### src/oam_dma_pkg.sv
`default_nettype none

package oam_dma_pkg;

  typedef logic [15:0] addr_t;
  typedef logic [7:0] byte_t;
  typedef logic [7:0] oam_index_t;

  // ==============================
  // memory map
  // ==============================
  localparam addr_t dma_reg_addr = 16'hFF46;
  localparam addr_t oam_base = 16'hFE00;
  localparam int oam_bytes = 160;
  localparam addr_t wram_base = 16'hC000;
  localparam int wram_bytes = 8192;

  // read value when nothing answers
  localparam byte_t unmapped_data = 8'hFF;

  // buffer between the reader and the OAM writer
  localparam int fifo_depth = 4;

  typedef logic [$clog2(wram_bytes)-1:0] wram_addr_t;
  typedef logic [$clog2(fifo_depth)-1:0] fifo_ptr_t;
  typedef logic [$clog2(fifo_depth+1)-1:0] fifo_count_t;

  // offset wraps mod 2^16, so one compare covers both window edges
  function automatic logic in_wram(addr_t addr);
    addr_t offset;
    offset = addr - wram_base;
    return offset < addr_t'(wram_bytes);
  endfunction

  function automatic logic in_oam(addr_t addr);
    addr_t offset;
    offset = addr - oam_base;
    return offset < addr_t'(oam_bytes);
  endfunction

  function automatic wram_addr_t wram_offset(addr_t addr);
    return wram_addr_t'(addr - wram_base);
  endfunction

  function automatic oam_index_t oam_offset(addr_t addr);
    return oam_index_t'(addr - oam_base);
  endfunction

endpackage

`default_nettype wire
### src/oam_ram.sv
`timescale 1ns/1ns
`default_nettype none

module oam_ram import oam_dma_pkg::*; (
  input  logic       clk,
  input  logic       we,
  input  oam_index_t waddr,
  input  byte_t      wdata,
  input  oam_index_t raddr,
  output byte_t      rdata
);

  byte_t mem [oam_bytes];

  always_ff @(posedge clk) begin
    if (we && (waddr < oam_index_t'(oam_bytes))) begin
      mem[waddr] <= wdata;
    end
  end

  // index 160..255 has no storage behind it
  assign rdata = (raddr < oam_index_t'(oam_bytes)) ? mem[raddr] : unmapped_data;

endmodule

`default_nettype wire

### config.mk
export PLATFORM = sky130hd
export DESIGN_NAME = oam_ram
export DESIGN_NICKNAME = d
export VERILOG_FILES = /design/src/oam_dma_pkg.sv /design/src/oam_ram.sv
export SDC_FILE = /design/constraint.sdc
export NUM_CORES = 1
export LEC_CHECK = 0
export BUFFER_PORTS_ARGS = -buffer_cell sky130_fd_sc_hd__buf_2
export CORE_MARGIN = 5
export CORE_UTILIZATION = 40
export CTS_CLUSTER_DIAMETER = 120
export CTS_CLUSTER_SIZE = 20
export DETAILED_ROUTE_END_ITERATION = 6
export GPL_ROUTABILITY_DRIVEN = 0
export RECOVER_POWER = 25
export SLEW_MARGIN = 20
export SYNTH_ARGS = -nofsm -noshare
export SYNTH_HDL_FRONTEND = slang
export SYNTH_SLANG_ARGS = --single-unit
### constraint.sdc
create_clock -name clk -period 5.7 [get_ports clk]
set_input_delay 0.285 -clock clk [delete_from_list [all_inputs] [get_ports clk]]
set_output_delay 0.285 -clock clk [all_outputs]
set_load 0.1 [all_outputs]
==> results.json <==
{
  "synth_area_leader_cell": "edfxtp_1",
  "reg_top3": "mem x1280",
  "core_um2": 123800,
  "cp.arrival_ns": 4.69,
  "fp.dieW_um": 363.1,
  "hold_class": "in2reg",
  "period_needed_ns": 4.331,
  "grt_max_degree": 161,
  "grt.total_usage": 0.1881,
  "max_freq_ghz": 0.2309,
  "synth-edff-count": 1280,
  "cts_buffers": 73,
  "cts_max_level": 3,
  "overflow": 0,
  "rows": 129,
  "root_buffer": "clkbuf_16",
  "required_ns": 6.06,
  "slowest_delay_ns": 3.38,
  "drt-initial-drc-count": 2795,
  "grt_pass1_wl_um": 178200,
  "synthCells": 2292,
  "rsz0062_at_grt": "false",
  "ios": 34,
  "die-area_um2": 131900,
  "multi_input_area_um2": 10780,
  "cts_resized": 0,
  "cp.depth": 2,
  "hold_viol": 0,
  "worstSetupEndpoint": "mem[19][5]",
  "final_util": 0.4360,
  "avgRoutedWirePerCell_um": 31.34,
  "yosys_warnings": 0,
  "tightest_slew_ns": 5.034,
  "drc": 0,
  "setup.worst_path.start_class": "input pin",
  "clk_pin_slew_ns": 0.08,
  "violations": "max-capacitance violations, max-slew violations",
  "syn_area_per_cell_um2": 21.76,
  "crit_start": "wdata[5]",
  "syn-cell-area_um2": 49880,
  "holdWs_ns": 0.6052,
  "seq_area_um2": 38440,
  "die_h_um": 363.1,
  "dr.pass1.iters": 5,
  "finalSetupTns_ns": 0,
  "cpLargestDelayFamily": "buffers and inverters",
  "synth-main-ff-cell": "edfxtp_1",
  "max_cap_violations": 9,
  "vias": 23530,
  "final-setup-viol-count": 0,
  "ant_nets": 0,
  "leakage_nw": 16.21,
  "antenna_found_initial": 6,
  "synthTopCellsByArea": "edfxtp_1, mux4_2, mux2i_1, nor2_1, a22oi_1",
  "slowest_stage": "clkbuf_1",
  "numClockSinks": 1280,
  "viasPerCell": 5.911,
  "dpl_worst_slack_ns": 1.587,
  "io_buffers": 33,
  "holdBufCountCts": 0,
  "clk_path_buf_depth": 3,
  "synth_top_area_share": 0.7705,
  "worstPathMaxFanout": 104,
  "postCtsSetupBuffers": 0,
  "critPathBufInv": 2,
  "max_slew_margin": -2.356,
  "synthToLayoutAreaGrowth_pct": 8.207,
  "mostFrequentLayoutCells": "edfxtp_1, mux4_2, nor2_1, mux2i_1, clkbuf_16",
  "final_common_cell": "edfxtp_1",
  "path_cells": "clkbuf_1 > buf_4",
  "fin_crit_sh": 0.7598,
  "fill_cells": 10330,
  "async_flop_share": 0,
  "synth_seq_area_share": 0.7705,
  "syn_nets": 2318,
  "drv_slew": 710,
  "crit_type": "in2reg",
  "detail_route.wirelength_um": 124700,
  "final_nets": 2364,
  "largest_reg_flops": 1280,
  "irDropWorstVdd_v": 0.0002670,
  "drive_above_1_share": 0.2226,
  "regMostFlops": "mem",
  "ys_types": 51,
  "fin_ws_ns": 1.369,
  "pwr_density_cell_nw_per_um2": 307.8,
  "grt_pass1_vias": 23770,
  "initial_core_util": 0.4029,
  "ys_seq_elements": 1280,
  "cts_tree": "done",
  "critical_path.endpoint_type": "register",
  "dp_hpwl_um": 78250,
  "status": "finished with violations"
}
-- through the flow --
step                power (W)  cells  area, um2
global placement      0.01160   3899      52100
floorplan             0.01115   2292      49880
detailed placement    0.01162   3899      52100
CTS                   0.01670   3977      54010
global route          0.01713   3978      53970
finish                0.01661   3980      53980
-- Yosys cell counts (all sizes together) (18+ instances only) --
library cell  instances
a21oi                21
a22oi                36
buf                  79
clkbuf               51
edfxtp             1280
mux2                 19
mux2i                91
mux4                329
nand2                49
nand3                26
nor2                181
nor2b                20
o21ai                18
-- power breakdown --
group          internal [W]  switching (W)
sequential           0.0104     0.00000441
clock               0.00235        0.00285
combinational      0.000345       0.000682
total                0.0131        0.00354
-- routing by layer --
layer	vias to the layer above	wire, um	GRT usage
met2	950	61560	0.3097
met5	-	41	0
li1	9579	-	-
met3	133	9361	0.03394
met4	6	2737	0.04620
met1	12860	51040	0.2637
-- final cells by class --
cell class,instances,share of cell area
antenna,2,0.00009272
clock buffer,75,0.03477
clock inverter,3,0.0004868
inverter,3,0.0002086
multi-input combinational,879,0.1997
sequential,1280,0.7121
tap,1637,0.03795
timing repair buffer,101,0.01472
-- cells by family after synthesis --
kind of cell,count (synthesis),share of synthesized area
DFF,1280,0.7705
muxes,439,0.1715
and+or+nand+nor,311,0.02681
buffers and inverters,133,0.01354
AOI/OAI and AO/OA,129,0.01763
-- how the worst min path moves through the flow --
stage	startpoint	slack, ns	cells after the start	to
after global placement	wdata[2]	0.86	1	mem[118][2]
after global routing	waddr[1]	0.61	3	mem[123][5]
after floorplan	wdata[0]	0.38	0	mem[0][0]
after CTS	wdata[2]	0.18	1	mem[116][2]
final	waddr[1]	0.61	3	mem[59][6]
after detailed placement	wdata[2]	0.90	1	mem[116][2]
(Power assumes the default switching activity.)
