--- src/oam_dma_pkg.sv ---
`default_nettype none

package oam_dma_pkg;

  typedef logic [15:0] addr_t;
  typedef logic [7:0] byte_t;
  typedef logic [7:0] oam_index_t;

  // ==============================
  // memory map
  // ==============================
  localparam addr_t dma_reg_addr = 16'hFF46;
  localparam addr_t oam_base = 16'hFE00;
  localparam int oam_bytes = 160;
  localparam addr_t wram_base = 16'hC000;
  localparam int wram_bytes = 8192;

  // read value when nothing answers
  localparam byte_t unmapped_data = 8'hFF;

  // buffer between the reader and the OAM writer
  localparam int fifo_depth = 4;

  typedef logic [$clog2(wram_bytes)-1:0] wram_addr_t;
  typedef logic [$clog2(fifo_depth)-1:0] fifo_ptr_t;
  typedef logic [$clog2(fifo_depth+1)-1:0] fifo_count_t;

  // offset wraps mod 2^16, so one compare covers both window edges
  function automatic logic in_wram(addr_t addr);
    addr_t offset;
    offset = addr - wram_base;
    return offset < addr_t'(wram_bytes);
  endfunction

  function automatic logic in_oam(addr_t addr);
    addr_t offset;
    offset = addr - oam_base;
    return offset < addr_t'(oam_bytes);
  endfunction

  function automatic wram_addr_t wram_offset(addr_t addr);
    return wram_addr_t'(addr - wram_base);
  endfunction

  function automatic oam_index_t oam_offset(addr_t addr);
    return oam_index_t'(addr - oam_base);
  endfunction

endpackage

`default_nettype wire
--- src/byte_fifo.sv ---
`timescale 1ns/1ns
`default_nettype none

module byte_fifo import oam_dma_pkg::*; (
  input  logic        clk,
  input  logic        reset,
  input  logic        push,
  input  byte_t       push_data,
  input  logic        pop,
  output byte_t       head,
  output logic        empty,
  output fifo_count_t count
);

  byte_t     mem [fifo_depth];
  fifo_ptr_t wr_ptr;
  fifo_ptr_t rd_ptr;
  logic      do_pop;

  assign empty  = (count == '0);
  assign head   = mem[rd_ptr];
  assign do_pop = pop && !empty;

  always_ff @(posedge clk) begin
    if (push) begin
      mem[wr_ptr] <= push_data;
    end
  end

  // pointers wrap on their own, depth is a power of two
  always_ff @(posedge clk or posedge reset) begin
    if (reset) begin
      wr_ptr <= '0;
      rd_ptr <= '0;
      count  <= '0;
    end else begin
      if (push) begin
        wr_ptr <= wr_ptr + 1'b1;
      end
      if (do_pop) begin
        rd_ptr <= rd_ptr + 1'b1;
      end
      case ({push, do_pop})
        2'b10:   count <= count + 1'b1;
        2'b01:   count <= count - 1'b1;
        default: count <= count;
      endcase
    end
  end

endmodule

`default_nettype wire

--- config.mk ---
export PLATFORM = sky130hd
export DESIGN_NAME = byte_fifo
export DESIGN_NICKNAME = d
export VERILOG_FILES = /design/src/oam_dma_pkg.sv /design/src/byte_fifo.sv
export SDC_FILE = /design/constraint.sdc
export NUM_CORES = 1
export LEC_CHECK = 0
export ABC_AREA = 1
export ABC_CLOCK_PERIOD_IN_PS = 2400
export BUFFER_PORTS_ARGS = -buffer_cell sky130_fd_sc_hd__buf_4
export CAP_MARGIN = 5
export CORE_MARGIN = 2
export CORE_UTILIZATION = 40
export CTS_CLUSTER_DIAMETER = 120
export DETAILED_ROUTE_END_ITERATION = 8
export PLACE_DENSITY = 0.57
export SETUP_SLACK_MARGIN = 0.15
export SYNTH_ARGS = -nofsm -noshare
export SYNTH_HDL_FRONTEND = slang
export SYNTH_SLANG_ARGS = --single-unit
--- constraint.sdc ---
create_clock -name clk -period 2.4 [get_ports clk]
set_clock_uncertainty 0.1 [all_clocks]
set_input_delay 0.48 -clock clk [delete_from_list [all_inputs] [get_ports clk]]
set_output_delay 0.48 -clock clk [all_outputs]
set_load 0.01 [all_outputs]
==> results by stage <==
Outcome:
- The flow ran to the end, and the final reports show no timing, DRC or antenna violations.

Floorplan:
- Row generation in the floorplan step produced 23 rows.
- From left edge to right edge, the die measures 69.7 um.
- In this run the vertical extent of the chip is 69.7 um.
- The count of pins on the block boundary is 24.
- The die area is 0.00486 sq mm.
- The initial cell density of the core is 42.3%.
- The region available for standard cell placement spans 0.00409 sq mm.

Place:
- Once placement finished, the instance area stood at 0.00191 sq mm.
- In this run the tool buffered the top-level ports with 23 buffer cells.
- Once detailed placement completed, the half-perimeter wirelength came to 1.89 mm.
- The last weighted congestion value of the routability-driven placer is 0.724.

Route:
- The detailed-routing iteration count for the pre-antenna-repair pass is 4.
- Wires add up to 2.77 mm.
- The post-detailed-route count of antenna-violating nets is 0.
- Across all layers, the routed design uses 1,014 vias.
- In the final routed layout, each cell accounts on average for 12.2 um.
- The number of DRC markers after the initial detailed-route iteration is 26.
- For this run, design rule violations remaining after detail routing come to 0.
- Using the TritonRoute via totals, the vias-per-cell ratio works out to 4.47.

Synthesis:
- Ranked by instance count, the synthesized netlist is headed by sky130_fd_sc_hd__nand2_1, sky130_fd_sc_hd__inv_1, sky130_fd_sc_hd__edfxtp_1.
- During synthesis, Yosys emitted a total of 0 warnings.
- Summing the areas of all xor and xnor instances in the mapped netlist gives 1.01% of the synthesized area.
- Synthesis produced 151 cells.
- The post-synthesis instance area is 0.00173 sq mm.
- Summing the sequential cell areas from Yosys gives 65.8% of the chip area.
- The number of flops mapped to enable cells by yosys is 32.
- The most common cell in the netlist is sky130_fd_sc_hd__nand2_1.
- The combinational family with the most area after synthesis is simple AND/OR/NAND/NOR gates.
- The synthesized netlist contains 17 unique library cells.
- In the synthesized netlist the async set-or-reset flop fraction comes to 17.9%.
- After synthesis, the share of cell area in mux cells is 0%.
- The post-synthesis average cell area is 11.4 sq um.
- The number of nets in the synthesized netlist is 169.
- The synthesis-stage register bit count is 39.
- The fraction of the mapped netlist area in adder cells is 4.78%.
- The simple-gate share of the synthesized area is 10.4%.
- The most frequently used flop master after synthesis is sky130_fd_sc_hd__edfxtp_1.
- Summing the areas of all compound-gate instances in the mapped netlist gives 7.54% of the synthesized area.
- The proportion of netlist area held by the largest area contributor is 55.7%.
- The cell taking the most area after synthesis is sky130_fd_sc_hd__edfxtp_1.
- Ranked by total cell area, the synthesized netlist is headed by sky130_fd_sc_hd__edfxtp_1, sky130_fd_sc_hd__dfrtp_1, sky130_fd_sc_hd__nand2_1.

Global route:
- After global routing the overflow that remains totals 0.
- Global routing used 12.9% of the available tracks.
- The via count of the first global-routing pass came to 1,026.
- The number of antenna violations at the first check in global routing is 0.
- Entering global routing, the biggest net connects 34 pins.
- The first global-routing pass estimated 4.66 mm of wire.

CTS:
- The H-tree depth reported by CTS is 2.
- The clock passes through at most 2 buffers.
- At the later pin of the worst-skew pair, clock insertion delay measures 0.28 ns.
- Counting the buffers created by CTS gives 5.
- CTS placed an instance of sky130_fd_sc_hd__clkbuf_8 at the clock tree root.
- The number of hold buffers added after CTS was 0.
- The CTS tree is done.
- The CTS sink count is 39.
- The post-CTS clock slew at the launch and capture registers of the worst setup and hold paths is 0.07 ns.

Pwr:
- The areal power density over the cells is 1150 mW/mm^2.
- The design draws 2310 uW.
- The total leakage power is 0.000921 uW.
- The worst vdd rail ir drop is 0.000579 V.

Layout:
- The number of antenna diodes in the final layout is 0.
- Once layout is done, the placed cells without fillers occupy 0.00200 sq mm.
- The post-route netlist has 18.6% of its cells at a drive strength greater than 1.
- Compared with the post-synthesis result, the final layout area differs by 16.1%.
- Measured on the finished design, the core utilization comes to 49.1%.
- In the final design database the tool counted 194 nets.

Timing:
- The worst-case headroom to the max-slew limit is 70.7%.
- The worst hold slack across all endpoints is 0.0219 ns.
- The worst path in the final design needs a cycle of 2.06 ns, including I/O delays and setup.
- The hold violation count in the final report is 0.
- The count of endpoints failing setup in the final report is 0.
- Adding up every negative setup slack in the final design gives 0 ns.
- Setup repair after global routing left no endpoint under its margin.
- The number of max-slew violations in the final report was 0.
- For the pin with the worst max-slew slack, the measured transition is 0.439 ns.
- The final critical path takes up 85.7% of the cycle.
- For this run, the top clock speed supported by timing is 486 MHz.

Job:
- The total of max-cap violations is 0.

Critical path:
- The cell at the slowest stage of the critical path is sky130_fd_sc_hd__dfrtp_1.
- The worst setup path is of the flip-flop to output pin kind.
- The largest fanout on the critical path is 10.
- Among cell families on the critical path, the largest total delay comes from flip-flops.
- For flop-to-flop paths, the worst setup slack is 0.54 ns.
- The nature of the critical path startpoint is a flip-flop.
- Counting both buffers and inverters, the worst setup path holds a total of 2.
- On the worst path, the slowest cell contributes a delay of 0.62 ns.
- Data on the critical path arrives at its endpoint at 1.48 ns.
- The critical path capture point type is an output pin.
- For the worst setup path, the data required time is 1.82 ns.
- The critical path goes through inv_2 > o211ai_1 > nand2_1 > buf_4.

Min path:
- In this run the worst hold path is classified as primary input to async pin.
-- worst register-to-register path: cells and delay by family, from the launching register on --
family	cells	cell delay [ns]
AND/OR/NAND/NOR	6	0.54
adder cells (fa/ha/maj)	2	0.53
flip-flops	1	0.37
buffers and inverters	3	0.22
-- path summary, 6_finish.rpt --
path,from,to,cells after the start
worst max register to register,count[1],count[2],11
min in group clk,push_data[1],mem[3][1],1
worst min-delay path,reset,count[1],2
worst max-delay path,rd_ptr[1],head[7],4
max in group asynchronous,reset,count[0],2
worst min register to register,count[0],count[0],1
-- layout make-up --
type	count	area, sq um
Clock buffer	5	68.8
Clock inverter	3	20.0
Tap cell	50	62.6
Inverter	35	134
Fill cell	380	2080
Sequential cell	39	1140
Timing Repair Buffer	23	173
Multi-Input combinational cell	72	410
-- where the power goes --
group          switching (uW)  internal [uW]  total, uW  leakage, uW
clock                     220            202        422    0.0000402
combinational             513            365        878     0.000503
sequential                100            907       1010     0.000378
total                     833           1470       2310     0.000921
-- cell usage in the layout (no fill, tap or decap) --
cell	synthesis	final
sky130_fd_sc_hd__fa_1	1	1
sky130_fd_sc_hd__nand4_1	1	1
sky130_fd_sc_hd__edfxtp_1	32	32
sky130_fd_sc_hd__inv_1	33	33
sky130_fd_sc_hd__inv_2	2	1
sky130_fd_sc_hd__o21ai_0	2	2
sky130_fd_sc_hd__clkinv_2	0	1
sky130_fd_sc_hd__dfrtp_1	7	7
sky130_fd_sc_hd__o211ai_1	16	16
sky130_fd_sc_hd__xnor2_1	1	1
sky130_fd_sc_hd__xor2_1	1	1
sky130_fd_sc_hd__nand3_1	4	4
sky130_fd_sc_hd__buf_4	1	23
sky130_fd_sc_hd__nand2_1	41	41
sky130_fd_sc_hd__ha_1	5	5
sky130_fd_sc_hd__clkinvlp_4	0	2
sky130_fd_sc_hd__clkbuf_8	1	5
sky130_fd_sc_hd__inv_4	0	1
-- routing by layer --
metal  GRT usage (%)  part of all wire (%)
met5               0                     0
met3            2.91                   3.0
met1            15.0                    45
met2            21.5                    50
met4            8.12                   2.3
-- through the flow --
stage	worst slack [ns]	instances
floorplan	0.618	151
global placement	0.612	219
detailed placement	0.553	219
CTS	0.265	227
global route	0.232	227
finish	0.344	227
-- timing repair --
item                       in CTS  in global routing
setup endpoints to repair       0                  1
setup buffers                   0                  0
resized for setup               0                  2
-- logic make-up (layout without fill, tap and decap cells) --
| kind of cell | Yosys count | count (layout) |
|---|---|---|
| XOR/XNOR | 2 | 2 |
| AND/OR/NAND/NOR | 46 | 46 |
| adder cells (fa/ha/maj) | 6 | 6 |
| AO/OA/AOI/OAI | 18 | 18 |
| flip-flops | 39 | 39 |
| buffers and inverters | 40 | 66 |
-- registers in the layout (all words and copies together), names as in the netlist --
name / count
count: 3
mem: 32
rd_ptr: 2
wr_ptr: 2
Note: power is estimated with default switching activity, not from simulation.
