## src/oam_dma_pkg.sv

```systemverilog
`default_nettype none

package oam_dma_pkg;

  typedef logic [15:0] addr_t;
  typedef logic [7:0] byte_t;
  typedef logic [7:0] oam_index_t;

  // ==============================
  // memory map
  // ==============================
  localparam addr_t dma_reg_addr = 16'hFF46;
  localparam addr_t oam_base = 16'hFE00;
  localparam int oam_bytes = 160;
  localparam addr_t wram_base = 16'hC000;
  localparam int wram_bytes = 8192;

  // read value when nothing answers
  localparam byte_t unmapped_data = 8'hFF;

  // buffer between the reader and the OAM writer
  localparam int fifo_depth = 4;

  typedef logic [$clog2(wram_bytes)-1:0] wram_addr_t;
  typedef logic [$clog2(fifo_depth)-1:0] fifo_ptr_t;
  typedef logic [$clog2(fifo_depth+1)-1:0] fifo_count_t;

  // offset wraps mod 2^16, so one compare covers both window edges
  function automatic logic in_wram(addr_t addr);
    addr_t offset;
    offset = addr - wram_base;
    return offset < addr_t'(wram_bytes);
  endfunction

  function automatic logic in_oam(addr_t addr);
    addr_t offset;
    offset = addr - oam_base;
    return offset < addr_t'(oam_bytes);
  endfunction

  function automatic wram_addr_t wram_offset(addr_t addr);
    return wram_addr_t'(addr - wram_base);
  endfunction

  function automatic oam_index_t oam_offset(addr_t addr);
    return oam_index_t'(addr - oam_base);
  endfunction

endpackage

`default_nettype wire
```

## src/apb_dma_regs.sv

```systemverilog
`timescale 1ns/1ns
`default_nettype none

module apb_dma_regs import oam_dma_pkg::*; (
  input  logic       clk,
  input  logic       reset,
  input  logic       psel,
  input  logic       penable,
  input  logic       pwrite,
  input  addr_t      paddr,
  input  byte_t      pwdata,
  output byte_t      prdata,
  output logic       pready,
  output logic       pslverr,
  input  logic       done,
  input  byte_t      oam_rdata,
  input  byte_t      wram_rdata,
  output logic       dma_active,
  output logic       start,
  output byte_t      src_page,
  output oam_index_t oam_raddr,
  output logic       wram_we,
  output addr_t      wram_addr,
  output byte_t      wram_wdata,
  output logic       wram_re
);

  logic sel_reg;
  logic sel_wram;
  logic sel_oam;
  logic setup;
  logic access;
  logic blocked;

  // ==============================
  // address decode
  // ==============================
  assign sel_reg  = (paddr == dma_reg_addr);
  assign sel_wram = in_wram(paddr);
  assign sel_oam  = in_oam(paddr);
  assign setup    = psel && !penable;
  assign access   = psel && penable;

  // mapped windows are locked while the engine owns the RAMs
  assign blocked = dma_active && (sel_reg || sel_wram || sel_oam);

  // no wait states
  assign pready  = 1'b1;
  assign pslverr = access && blocked;

  // work RAM is read in setup so the byte is ready in the access phase
  assign wram_addr  = paddr;
  assign wram_wdata = pwdata;
  assign wram_re    = setup && !pwrite && sel_wram && !dma_active;
  assign wram_we    = access && pwrite && sel_wram && !blocked;

  assign oam_raddr = oam_offset(paddr);

  always_comb begin
    if (blocked) begin
      prdata = unmapped_data;
    end else if (sel_reg) begin
      prdata = src_page;
    end else if (sel_wram) begin
      prdata = wram_rdata;
    end else if (sel_oam) begin
      prdata = oam_rdata;
    end else begin
      prdata = unmapped_data;
    end
  end

  // ==============================
  // DMA register and active flag
  // ==============================
  always_ff @(posedge clk or posedge reset) begin
    if (reset) begin
      src_page   <= '0;
      dma_active <= 1'b0;
      start      <= 1'b0;
    end else begin
      start <= 1'b0;
      if (access && pwrite && sel_reg && !blocked) begin
        src_page   <= pwdata;
        dma_active <= 1'b1;
        start      <= 1'b1;
      end else if (done) begin
        dma_active <= 1'b0;
      end
    end
  end

endmodule

`default_nettype wire

```

## config.mk

```make
export PLATFORM = sky130hd
export DESIGN_NAME = apb_dma_regs
export DESIGN_NICKNAME = d
export VERILOG_FILES = /design/src/oam_dma_pkg.sv /design/src/apb_dma_regs.sv
export SDC_FILE = /design/constraint.sdc
export NUM_CORES = 1
export LEC_CHECK = 0
export ABC_AREA = 1
export ABC_CLOCK_PERIOD_IN_PS = 4500
export CAP_MARGIN = 10
export CORE_MARGIN = 3
export CORE_UTILIZATION = 45
export DETAILED_ROUTE_END_ITERATION = 6
export DONT_BUFFER_PORTS = 1
export GPL_TIMING_DRIVEN = 0
export MAX_ROUTING_LAYER = met4
export SYNTH_ARGS = -nofsm -noshare
export SYNTH_HDL_FRONTEND = slang
export SYNTH_SLANG_ARGS = --single-unit
```

## constraint.sdc

```tcl
create_clock -name clk -period 4.5 [get_ports clk]
set_input_delay 0.675 -clock clk [delete_from_list [all_inputs] [get_ports clk]]
set_output_delay 0.675 -clock clk [all_outputs]
set_load 0.02 [all_outputs]
```

==> impl_metrics.tcl <==
set metrics [dict create \
    max_slew.worst_pin.slew_ns 0.636 \
    critical-path-slowest-cell "sky130_fd_sc_hd__ha_1" \
    floorplan.die_area_mm2 0.00352 \
    cts_inserted_buffers 3 \
    max-clock-path-buffers 2 \
    utilization_pct 52.3 \
    final_cell_area_mm2 0.00135 \
    yosys.cell_types.count 23 \
    first_pass_iters 4 \
    postRouteAntennaNets 0 \
    mappedNetlistNets 245 \
    wl_met3_um 389 \
    first_global_vias 1019 \
    required_ns 3.83 \
    clock_tree.root_cell "sky130_fd_sc_hd__clkbuf_4" \
    initial_utilization_pct 49.4 \
    insertion_delay_ns 0.26 \
    ctsHtreeMaxLevel 1 \
    area_delta_synth_final_pct 5.77 \
    topRoutingLayerUsed "met3" \
    static_leakage_uw 0.000733 \
    dr.first_iter.drc_count 67 \
    synth.yosys.warnings 0 \
    wl_per_cell_um 13.9 \
    cts-hold-fix-buffers 0 \
    timing.final.crit_share_pct 63.5 \
    core_region_area_mm2 0.00259 \
    design.portCount 100 \
    wl_on_met1_um 1430 \
    dp.cells 228 \
    synth-seq-cells 10 \
    gp_congestion 0.851 \
    vdd.ir_drop.worst_v 0.000249 \
    yosys.cell_count.top_type "sky130_fd_sc_hd__nand2_1" \
    route.final.wire_length_um 3230 \
    fin_cells 232 \
    cp_top_family "simple AND/OR/NAND/NOR gates" \
    synth_edf_count 0 \
    grt_start_max_net_pins 11 \
    timing.final.max_slew_violations 0 \
    totalNegativeSetupSlack_ns 0 \
    cts_setup_buffers 0 \
    outcome "completed" \
    hold_path.class "in2async" \
    critPathLaunch "paddr[9]" \
    first_pass_grt_wire_length_um 4640 \
    max_cap_violations 0 \
    synth-seq-area-share_pct 19.6 \
    finalCriticalPeriod_ns 2.86 \
    met2WireLength_um 1400 \
    max_slew_margin_pct 57.3 \
    post_route_cells_drive_above_1_share_pct 30.7 \
    routed-via-count 1204 \
    fmax_ghz 0.350 \
    critPathKind "in2out" \
    worstReg2RegStart "dma_active" \
    cell_occurring_most_often_along_the_worst_timing_path "sky130_fd_sc_hd__nand3_1" \
    synth.largest_area_cell "sky130_fd_sc_hd__dfrtp_1" \
    avgSynthCellArea_um2 6.46 \
    timing.critical_path.to_type "primary output" \
    post_synth_instance_area_mm2 0.00128 \
    cp_num_buf_inv 1 \
    post-dp-hpwl_um 2740 \
    finalSetupViolations 0 \
    clk_pin_slew_ns 0.06 \
    worstSetupStartpointType "input pin" \
    via_per_inst 5.19 \
    antenna_cells_inserted 0 \
    synth_top_area_cells "sky130_fd_sc_hd__dfrtp_1, sky130_fd_sc_hd__buf_4, sky130_fd_sc_hd__nand2_1" \
    grt.total_usage_pct 17.6 \
    die_width_um 59.3 \
    tritoncts "done" \
    ys_top_cells_by_count "sky130_fd_sc_hd__nand2_1, sky130_fd_sc_hd__buf_4, sky130_fd_sc_hd__nand3_1" \
    clock_sinks 10 \
    finish.net_count 250 \
    globalRoute.totalOverflow 0 \
    postSynthCellCount 198 \
    fp-row-count 18 \
    synth_async_sr_flop_share_pct 100 \
    fin_worst_hold_slack_ns 0.258 \
    antenna_found_initial 0 \
    worst_ep_arrival_time_ns 2.18 \
    synth_top_area_share_pct 19.6 \
    post_cts_resize_count 0 \
    max_stage_delay_ns 0.29 \
    finalClockSkew_ns 0.00353 \
    worst-r2r-cell-count 4 \
    timing.critical_path.fanout_max 10 \
    pwr_density_cell_mw_per_mm2 181 \
    report.final.hold_viol_count 0 \
    chipHeight_um 59.3 \
    ys.flop_type "sky130_fd_sc_hd__dfrtp_1" \
    io_buffer_count 0 \
    crit_cells 9 \
    path_cells "ha_1, nor3_1, nand3_1, nor2_1, nand3_2, nand2_2, nand2_4, buf_8, nand3_1" \
    dpl_cell_area_mm2 0.00132 \
    rsz_0062_raised_after_global_routing "false" \
    drt_drc_violations_left 0 \
]
==> where the power goes <==
group	switching [uW]	total, uW	internal, uW	leakage, uW
combinational	46.5	76.0	29.6	0.000572
sequential	0.0169	89.9	89.9	0.000140
clock	29.5	78.6	49.1	0.0000210
total	76.0	245	169	0.000733
==> worst register-to-register path, stage by stage (launching register included) <==
cell and delay (ns):
sky130_fd_sc_hd__dfrtp_1 0.60, sky130_fd_sc_hd__nand2_4 0.17, sky130_fd_sc_hd__buf_8 0.18, sky130_fd_sc_hd__nand3_2 0.05, sky130_fd_sc_hd__nand2_1 0.05
==> metrics by stage <==
step           setup WS, ns  total power [uW]
2_1_floorplan          1.85               162
3_3_place_gp           1.65               168
3_5_place_dp           1.65               168
4_1_cts                1.63               248
5_1_grt                1.46               259
6_report               1.64               245
==> flip-flops by register name, indices dropped and copies added (netlist names) <==
register    count
src_page        8
dma_active      1
start           1
==> placed cells by master, fill, tap and decap left out <==
cell and count:
sky130_fd_sc_hd__nor3_4 2, sky130_fd_sc_hd__clkbuf_8 1, sky130_fd_sc_hd__nand4_1 1, sky130_fd_sc_hd__nand2_2 4
sky130_fd_sc_hd__nor3_1 8, sky130_fd_sc_hd__ha_1 1, sky130_fd_sc_hd__nor2_1 15, sky130_fd_sc_hd__nor4_1 1
sky130_fd_sc_hd__or2_2 8, sky130_fd_sc_hd__nor2_4 1, sky130_fd_sc_hd__nand3_1 27, sky130_fd_sc_hd__nand3_2 4
sky130_fd_sc_hd__and2_1 1, sky130_fd_sc_hd__inv_1 25, sky130_fd_sc_hd__buf_4 33, sky130_fd_sc_hd__nor2_2 1
sky130_fd_sc_hd__buf_8 1, sky130_fd_sc_hd__dfrtp_1 10, sky130_fd_sc_hd__nand2_1 41, sky130_fd_sc_hd__conb_1 1
sky130_fd_sc_hd__nand2_4 2, sky130_fd_sc_hd__a21oi_2 1, sky130_fd_sc_hd__o21bai_2 1, sky130_fd_sc_hd__o21ai_0 9
sky130_fd_sc_hd__clkbuf_4 3
==> kinds of logic (layout without fill, tap and decap cells) <==
family / count (synthesis) / count (layout) / share of synthesized area (%)
buffers and inverters: 59 / 63 / 27.9
AOI/OAI and AO/OA: 11 / 11 / 5.08
adders and majority gates: 1 / 1 / 0.977
DFF: 10 / 10 / 19.6
other: 1 / 1 / 0.293
and+or+nand+nor: 116 / 116 / 46.2
==> worst paths after layout <==
| kind | to | slack, ns |
|---|---|---|
| max | prdata[3] | 1.64 |
| min | src_page[6] | 0.26 |
| max reg2reg | src_page[6] | 3.34 |
| min reg2reg | src_page[5] | 0.64 |
| max in group asynchronous | src_page[2] | 3.98 |
| min in group clk | dma_active | 0.51 |
==> area by class of cell <==
| class | instances | area (um^2) |
|---|---|---|
| fillers | 266 | 1240 |
| inverters | 25 | 93.8 |
| plain buffers | 34 | 263 |
| well taps | 30 | 37.5 |
| clock buffers | 4 | 36.3 |
| flip-flops and latches | 10 | 250 |
| multi-input cells | 129 | 673 |
==> layer usage <==
layer / vias up / global-route usage [%]
li1: 604 / -
met1: 533 / 24.5
met2: 67 / 25.7
met3: 0 / 5.01
met4: 0 / 2.91
met5: - / -
Note: power is estimated with default switching activity, not from simulation.
