==> src/oam_dma_pkg.sv <==
`default_nettype none

package oam_dma_pkg;

  typedef logic [15:0] addr_t;
  typedef logic [7:0] byte_t;
  typedef logic [7:0] oam_index_t;

  // ==============================
  // memory map
  // ==============================
  localparam addr_t dma_reg_addr = 16'hFF46;
  localparam addr_t oam_base = 16'hFE00;
  localparam int oam_bytes = 160;
  localparam addr_t wram_base = 16'hC000;
  localparam int wram_bytes = 8192;

  // read value when nothing answers
  localparam byte_t unmapped_data = 8'hFF;

  // buffer between the reader and the OAM writer
  localparam int fifo_depth = 4;

  typedef logic [$clog2(wram_bytes)-1:0] wram_addr_t;
  typedef logic [$clog2(fifo_depth)-1:0] fifo_ptr_t;
  typedef logic [$clog2(fifo_depth+1)-1:0] fifo_count_t;

  // offset wraps mod 2^16, so one compare covers both window edges
  function automatic logic in_wram(addr_t addr);
    addr_t offset;
    offset = addr - wram_base;
    return offset < addr_t'(wram_bytes);
  endfunction

  function automatic logic in_oam(addr_t addr);
    addr_t offset;
    offset = addr - oam_base;
    return offset < addr_t'(oam_bytes);
  endfunction

  function automatic wram_addr_t wram_offset(addr_t addr);
    return wram_addr_t'(addr - wram_base);
  endfunction

  function automatic oam_index_t oam_offset(addr_t addr);
    return oam_index_t'(addr - oam_base);
  endfunction

endpackage

`default_nettype wire
==> src/oam_writer.sv <==
`timescale 1ns/1ns
`default_nettype none

module oam_writer import oam_dma_pkg::*; (
  input  logic       clk,
  input  logic       reset,
  input  logic       start,
  input  logic       empty,
  input  byte_t      head,
  output logic       pop,
  output logic       oam_we,
  output oam_index_t oam_waddr,
  output byte_t      oam_wdata,
  output logic       done
);

  oam_index_t index;

  // drain whenever a byte is waiting
  assign pop       = !empty;
  assign oam_we    = pop;
  assign oam_waddr = index;
  assign oam_wdata = head;

  // final byte of the OAM table
  assign done = pop && (index == oam_index_t'(oam_bytes - 1));

  always_ff @(posedge clk or posedge reset) begin
    if (reset) begin
      index <= '0;
    end else if (start) begin
      index <= '0;
    end else if (pop) begin
      index <= index + 1'b1;
    end
  end

endmodule

`default_nettype wire

==> config.mk <==
export PLATFORM = sky130hd
export DESIGN_NAME = oam_writer
export DESIGN_NICKNAME = d
export VERILOG_FILES = /design/src/oam_dma_pkg.sv /design/src/oam_writer.sv
export SDC_FILE = /design/constraint.sdc
export NUM_CORES = 1
export LEC_CHECK = 0
export ABC_CLOCK_PERIOD_IN_PS = 2300
export BUFFER_PORTS_ARGS = -buffer_cell sky130_fd_sc_hd__buf_2
export CAP_MARGIN = 20
export CORE_AREA = 3 3 40 42
export CTS_CLUSTER_DIAMETER = 150
export CTS_CLUSTER_SIZE = 40
export DETAILED_ROUTE_END_ITERATION = 8
export DIE_AREA = 0 0 43 45
export PLACE_DENSITY = 0.7
export SYNTH_ARGS = -nofsm -noshare
export SYNTH_HDL_FRONTEND = slang
export SYNTH_SLANG_ARGS = --single-unit
==> constraint.sdc <==
create_clock -name clk -period 2.3 [get_ports clk]
set_clock_uncertainty 0.05 [all_clocks]
set_input_delay 0.69 -clock clk [delete_from_list [all_inputs] [get_ports clk]]
set_output_delay 0.69 -clock clk [all_outputs]
set_load 0.02 [all_outputs]
==> results of run 1 <==
[worst reg2reg max path, cell delays in order, from the launching register on]
cell and delay, ns:
dfrtp_1 0.43, nand3_2 0.12, nor4_1 0.37, mux2_1 0.36
[timing repair]
item / CTS / global route
resized for setup: 0 / 1
endpoints found under the setup margin: 0 / 1
setup buffers: 0 / 1
[power by group through the flow]
stage / sequential, W / combinational (W) / clock (W)
2_1_floorplan: 0.000156 / 0.0000428 / 0
3_3_place_gp: 0.000152 / 0.0000366 / 0
3_5_place_dp: 0.000152 / 0.0000368 / 0
4_1_cts: 0.000150 / 0.0000371 / 0.000106
5_1_grt: 0.000151 / 0.0000437 / 0.000115
6_report: 0.000150 / 0.0000386 / 0.000100
[layout make-up]
cell class,instances,area (sq um)
fillers,128,715.7
multi-input cells,31,234.0
flip-flops and latches,8,201.4
repair buffers,16,85.08
clock buffers,3,22.52
well taps,15,18.77
inverters,2,7.507
[kinds of logic after synthesis]
family	count (synthesis)	synth area share
XOR/XNOR	4	0.06765
flip-flops	8	0.3865
adder cells (fa/ha/maj)	1	0.02415
buffers and inverters	13	0.1739
AO/OA/AOI/OAI	2	0.02415
multiplexers	3	0.06280
AND/OR/NAND/NOR	21	0.2609
[metrics by stage]
| stage | setup WS [ns] | instance area (sq um) | hold WS [ns] | setup TNS, ns |
|---|---|---|---|---|
| floorplan | 0.01980 | 524.3 | 0.4557 | 0 |
| global placement | 0.07378 | 538.0 | 0.5312 | 0 |
| finish | 0.08351 | 569.3 | 0.3262 | 0 |
| CTS | 0.05006 | 560.5 | 0.3305 | 0 |
| detailed placement | 0.07030 | 538.0 | 0.5403 | 0 |
| global route | -0.006315 | 569.3 | 0.3387 | -0.006315 |
[Yosys cell counts (all sizes together)]
cell type / instances
a21oi: 1
and4bb: 1
buf: 10
clkbuf: 1
dfrtp: 8
ha: 1
inv: 2
mux2: 2
mux2i: 1
nand2: 2
nand2b: 1
nand3: 1
nand4b: 2
nor2: 7
nor2b: 4
nor4: 1
nor4b: 1
o31ai: 1
or4: 1
xnor2: 1
xor2: 3
[metal layers]
layer | routed length [um] | up-vias | share of wire
met3 | 89 | 0 | 0.097
met2 | 506 | 10 | 0.55
met4 | 0 | 0 | 0
li1 | - | 180 | -
met5 | 0 | - | 0
met1 | 324 | 169 | 0.35
[worst min-delay path by stage]
stage / slack, ns / depth (start not counted) / endpoint
floorplan: 0.46 / 1 / oam_waddr[0]
global placement: 0.53 / 2 / oam_waddr[4]
detailed placement: 0.54 / 2 / oam_waddr[4]
CTS: 0.33 / 2 / oam_waddr[1]
global route: 0.34 / 2 / oam_waddr[4]
finish: 0.33 / 2 / oam_waddr[4]
==> out/results.tsv, run 1 <==
stage	metric	value	unit
sta	fin_crit_sh	0.9637	
final_layout	layout_commonest_cell	buf_2	
die	dieArea	1935	sq um
worst_setup_path	setup.worst_path.end	done	
outcome	status	completed	
worst_setup_path	cp_slowest_cell	dfrtp_1	
global_route	use_met1	0.1172	
global_route	grt_max_degree	12	
worst_setup_path	cp.buffers_inverters	1	
place	io_buffers	14	
pwr	clockPowerShare	0.347	
final_layout	instances_no_fill	75	
clocking	cts.sinks	8	
sta	relSlewSlack	0.7765	
synth	yosysTopAreaCellShare	0.3865	
detailed_routing	routed_wl	919	um
sta	final_hold_viol_count	0	
worst_setup_path	crit_path_start_kind	flip-flop	
pwr	leakage	0.2912	nW
detailed_routing	dr.pass1.iters	2	
clocking	root_buffer	clkbuf_4	
die	ios	31	
global_route	grt_usage	0.1053	
synth	netlist_top_cells_area	dfrtp_1, buf_4, nor2_1	
detailed_routing	ant_nets	0	
global_route	grt_pass1_wl	1393	um
worst_setup_path	cp_num_cells	4	
detailed_routing	drt-initial-drc-count	8	
worst_setup_path	arrival	1.48	ns
detailed_routing	drc	0	
sta	slew_violations	0	
worst_setup_path	r2r-start	oam_waddr[2]	
synth	synth_top_area_cell	dfrtp_1	
detailed_routing	avgViaCountPerCell	4.787	
pwr	total_power	0.0002893	W
global_route	grt-busiest-layer	met2	
final_layout	area_growth	9.903	%
synth	synth_area	518.0	sq um
worst_setup_path	path_cells	ha_1, nand4b_1, nor4b_2, buf_2	
final_layout	layout_common_cells	buf_2, nor2_1, dfrtp_1	
place	placedCellCount	71	
sta	tightest_slew	0.3321	ns
final_layout	largest_register_ffs	8	
pwr	p_int	0.0002201	W
final_layout	utilization	0.4430	
worst_setup_path	cp-startpoint	oam_waddr[1]	
sta	post-route-min-period	2.216	ns
job	cap_violations	0	
die	die_h	45	um
worst_setup_path	end_kind	primary output	
worst_setup_path	critPathTopFamily	simple AND/OR/NAND/NOR gates	
die	start_util	0.4031	
pwr	power-per-cell-area	508.1	nW/um^2
clocking	htreeDepth	1	
global_route	grt_pass1_vias	323	
sta	setup_violations	0	
global_route	antenna_found_initial	0	
global_route	grtUsageMet3	0.07171	
clocking	cts_buffers	3	
detailed_routing	dr_total_vias	359	
worst_setup_path	reg2regPathDepth	3	
pwr	p_sw_frac	0.2390	
clocking	cts_tree	built	
clocking	insertion_delay	0.24	ns
synth	synth_area_per_cell	9.961	sq um
worst_setup_path	cp_data_required_time	1.56	ns
pwr	combPwrFrac	0.133	
synth	syn_nets	65	
final_layout	num_antenna_cells	0	
place	place.gp.congestion	0.7653	
clocking	ctsHoldBuffers	0	
die	rows	13	
global_route	grt_util_met2	0.1677	
final_layout	nets	75	
sta	fmax	0.4512	GHz
die	die_w	43	um
synth	synth_seq_cells	8	
pwr	vdd_drop_max	467.9	uV
worst_hold_path	min_path_type	in -> async	
synth	synth_cells	52	
clocking	cts_buffer_depth	2	
synth	ys_warn_count	0	
synth	ys_seq_area_frac	0.3865	
worst_setup_path	worst-r2r-setup-slack	0.84	ns
global_route	globalRouteOverflowTotal	0	
clocking	clk_pin_slew	0.05	ns
worst_setup_path	worstSetupPathType	reg -> out	
detailed_routing	wire_per_inst	12.25	um
worst_setup_path	critPathMaxStageDelay	0.41	ns
pwr	p_seq_frac	0.520	
worst_setup_path	critPathMaxFanout	5	
synth	synth_cell_type_count	24	
pwr	power.switching	0.00006914	W
die	coreArea	1285	sq um
final_layout	layout-drive-gt1-share	0.4167	
worst_setup_path	timing.rr.end	oam_waddr[7]	
Power figures use the tool's default switching activity.
==> run 2, diff against run 1 <==
CORE_AREA = default   (was 3 3 40 42)
CORE_MARGIN = 3   (was default)
CORE_UTILIZATION = 30   (was default)
CTS_BUF_LIST = sky130_fd_sc_hd__clkbuf_16   (was default)
DIE_AREA = default   (was 0 0 43 45)
PLACE_DENSITY = 0.56   (was 0.7)
==> run 2 against run 1 <==
Final cell count is 1.3% higher. Largest cell class unchanged. Global-route usage is 0.61 points higher. Worst setup slack worse by 0.0025 ns. Critical path type is now in -> out.
==> out/results.tsv, run 2 (synthesis gave the netlist of run 1 again) <==
stage	metric	value	unit
clocking	postCtsResizedCells	0	
place	placedCellCount	72	
worst_setup_path	path_cells	buf_2, nand4b_1, nor4b_2, buf_2	
worst_setup_path	end_kind	primary output	
die	ios	31	
final_layout	largest_register_ffs	8	
global_route	grt_pass1_vias	388	
place	hpwl	689.8	um
clocking	insertion_delay	0.23	ns
worst_setup_path	worstSetupPathType	in -> out	
final_layout	layout_common_cells	buf_2, dfrtp_1, nor2_1	
die	die_w	47.56	um
final_layout	nets	75	
detailed_routing	avgViaCountPerCell	5.013	
worst_setup_path	critPathMaxFanout	2	
global_route	globalRouteOverflowTotal	0	
detailed_routing	drt-initial-drc-count	4	
sta	finalSetupTns	0	ns
worst_setup_path	arrival	1.48	ns
sta	slew_violations	0	
detailed_routing	drc	0	
worst_setup_path	reg2regPathDepth	3	
clocking	ctsHoldBuffers	0	
clocking	htreeDepth	1	
sta	rsz0062_at_grt	no	
pwr	leakage	0.3155	nW
worst_hold_path	min_path_type	in -> async	
die	start_util	0.3323	
final_layout	layout-drive-gt1-share	0.4000	
sta	tightest_slew	0.3122	ns
final_layout	utilization	0.3989	
sta	fmax	0.4506	GHz
sta	relSlewSlack	0.7916	
final_layout	layout_commonest_cell	buf_2	
detailed_routing	dr_total_vias	381	
die	rows	14	
sta	final_hold_viol_count	0	
final_layout	num_antenna_cells	0	
global_route	antenna_found_initial	0	
die	die_h	47.56	um
clocking	clk_pin_slew	0.04	ns
detailed_routing	wire_per_inst	12.43	um
global_route	grt_usage	0.1114	
detailed_routing	ant_nets	0	
global_route	grt_pass1_wl	1600	um
outcome	status	completed	
sta	fin_crit_sh	0.9648	
global_route	grt_max_degree	12	
die	dieArea	2261	sq um
final_layout	instances_no_fill	76	
final_layout	area_growth	20.05	%
detailed_routing	routed_wl	945	um
place	io_buffers	14	
worst_setup_path	cp_common_cell	buf_2	
worst_setup_path	crit_path_start_kind	input pin	
sta	setup_violations	0	
worst_setup_path	cp_data_required_time	1.56	ns
worst_setup_path	cp_slowest_cell	nor4b_2	
place	place.gp.congestion	0.7235	
clocking	cts.sinks	8	
clocking	cts_tree	built	
pwr	power-per-cell-area	774.1	nW/um^2
clocking	cts_buffer_depth	2	
pwr	vdd_drop_max	350.4	uV
die	coreArea	1559	sq um
worst_setup_path	critPathMaxStageDelay	0.27	ns
clocking	cts_buffers	3	
clocking	root_buffer	clkbuf_16	
job	cap_violations	0	
sta	post-route-min-period	2.219	ns
detailed_routing	dr.pass1.iters	3	
run 2: cell counts in the layout (fill, tap and decap cells not counted):
Identical to the previous run, type by type.
run 2: where the power goes:
part	switching [W]	total, W	internal [W]
logic	0.0000244	0.0000405	0.0000162
registers	0.00000362	0.000149	0.000145
clock network	0.0000679	0.000292	0.000224
total	0.0000959	0.000481	0.000385
run 2: area by class of cell:
type | count | area [sq um]
fill | 162 | 937.1
tap | 16 | 20.02
sequential | 8 | 200.2
timing repair buffer | 16 | 85.08
inverter | 2 | 7.507
clock buffer | 3 | 75.07
multi-input combinational | 31 | 234.0
run 2: routing by layer:
| layer | up-vias | track usage | routed length (um) |
|---|---|---|---|
| li1 | 181 | - | - |
| met1 | 182 | 0.1101 | 413 |
| met2 | 14 | 0.1658 | 451 |
| met3 | 4 | 0.05263 | 47 |
| met4 | 0 | 0.1129 | 32 |
| met5 | - | 0 | 0 |
run 2: path summary, 6_finish.rpt:
path | end | slack (ns) | start
hold / removal | oam_waddr[4] | 0.35 | reset
hold reg to reg | oam_waddr[4] | 0.54 | oam_waddr[4]
setup reg to reg | oam_waddr[7] | 0.89 | oam_waddr[2]
min in group clk | oam_waddr[4] | 0.54 | oam_waddr[4]
setup / recovery | done | 0.08 | empty
max in group asynchronous | oam_waddr[1] | 1.62 | reset
run 2: what timing repair did:
action,in CTS,in global routing
setup buffers,0,1
setup endpoints to repair,0,1
endpoints found under the hold margin,0,0
run 2: critical path: cells and delay by family:
kind / cells / cell delay, ns
simple gates: 2 / 0.48
buf+inv: 2 / 0.31
run 2: per-stage QoR:
step | hold WS [ns] | worst slack (ns) | power (W) | area (sq um)
floorplan | 0.4557 | 0.01980 | 0.0001987 | 524.3
global placement | 0.5325 | 0.08724 | 0.0001888 | 539.3
detailed placement | 0.5428 | 0.07101 | 0.0001890 | 539.3
CTS | 0.3606 | 0.06967 | 0.0004858 | 614.3
global route | 0.3702 | 0.002573 | 0.0005085 | 621.8
finish | 0.3482 | 0.08097 | 0.0004814 | 621.8
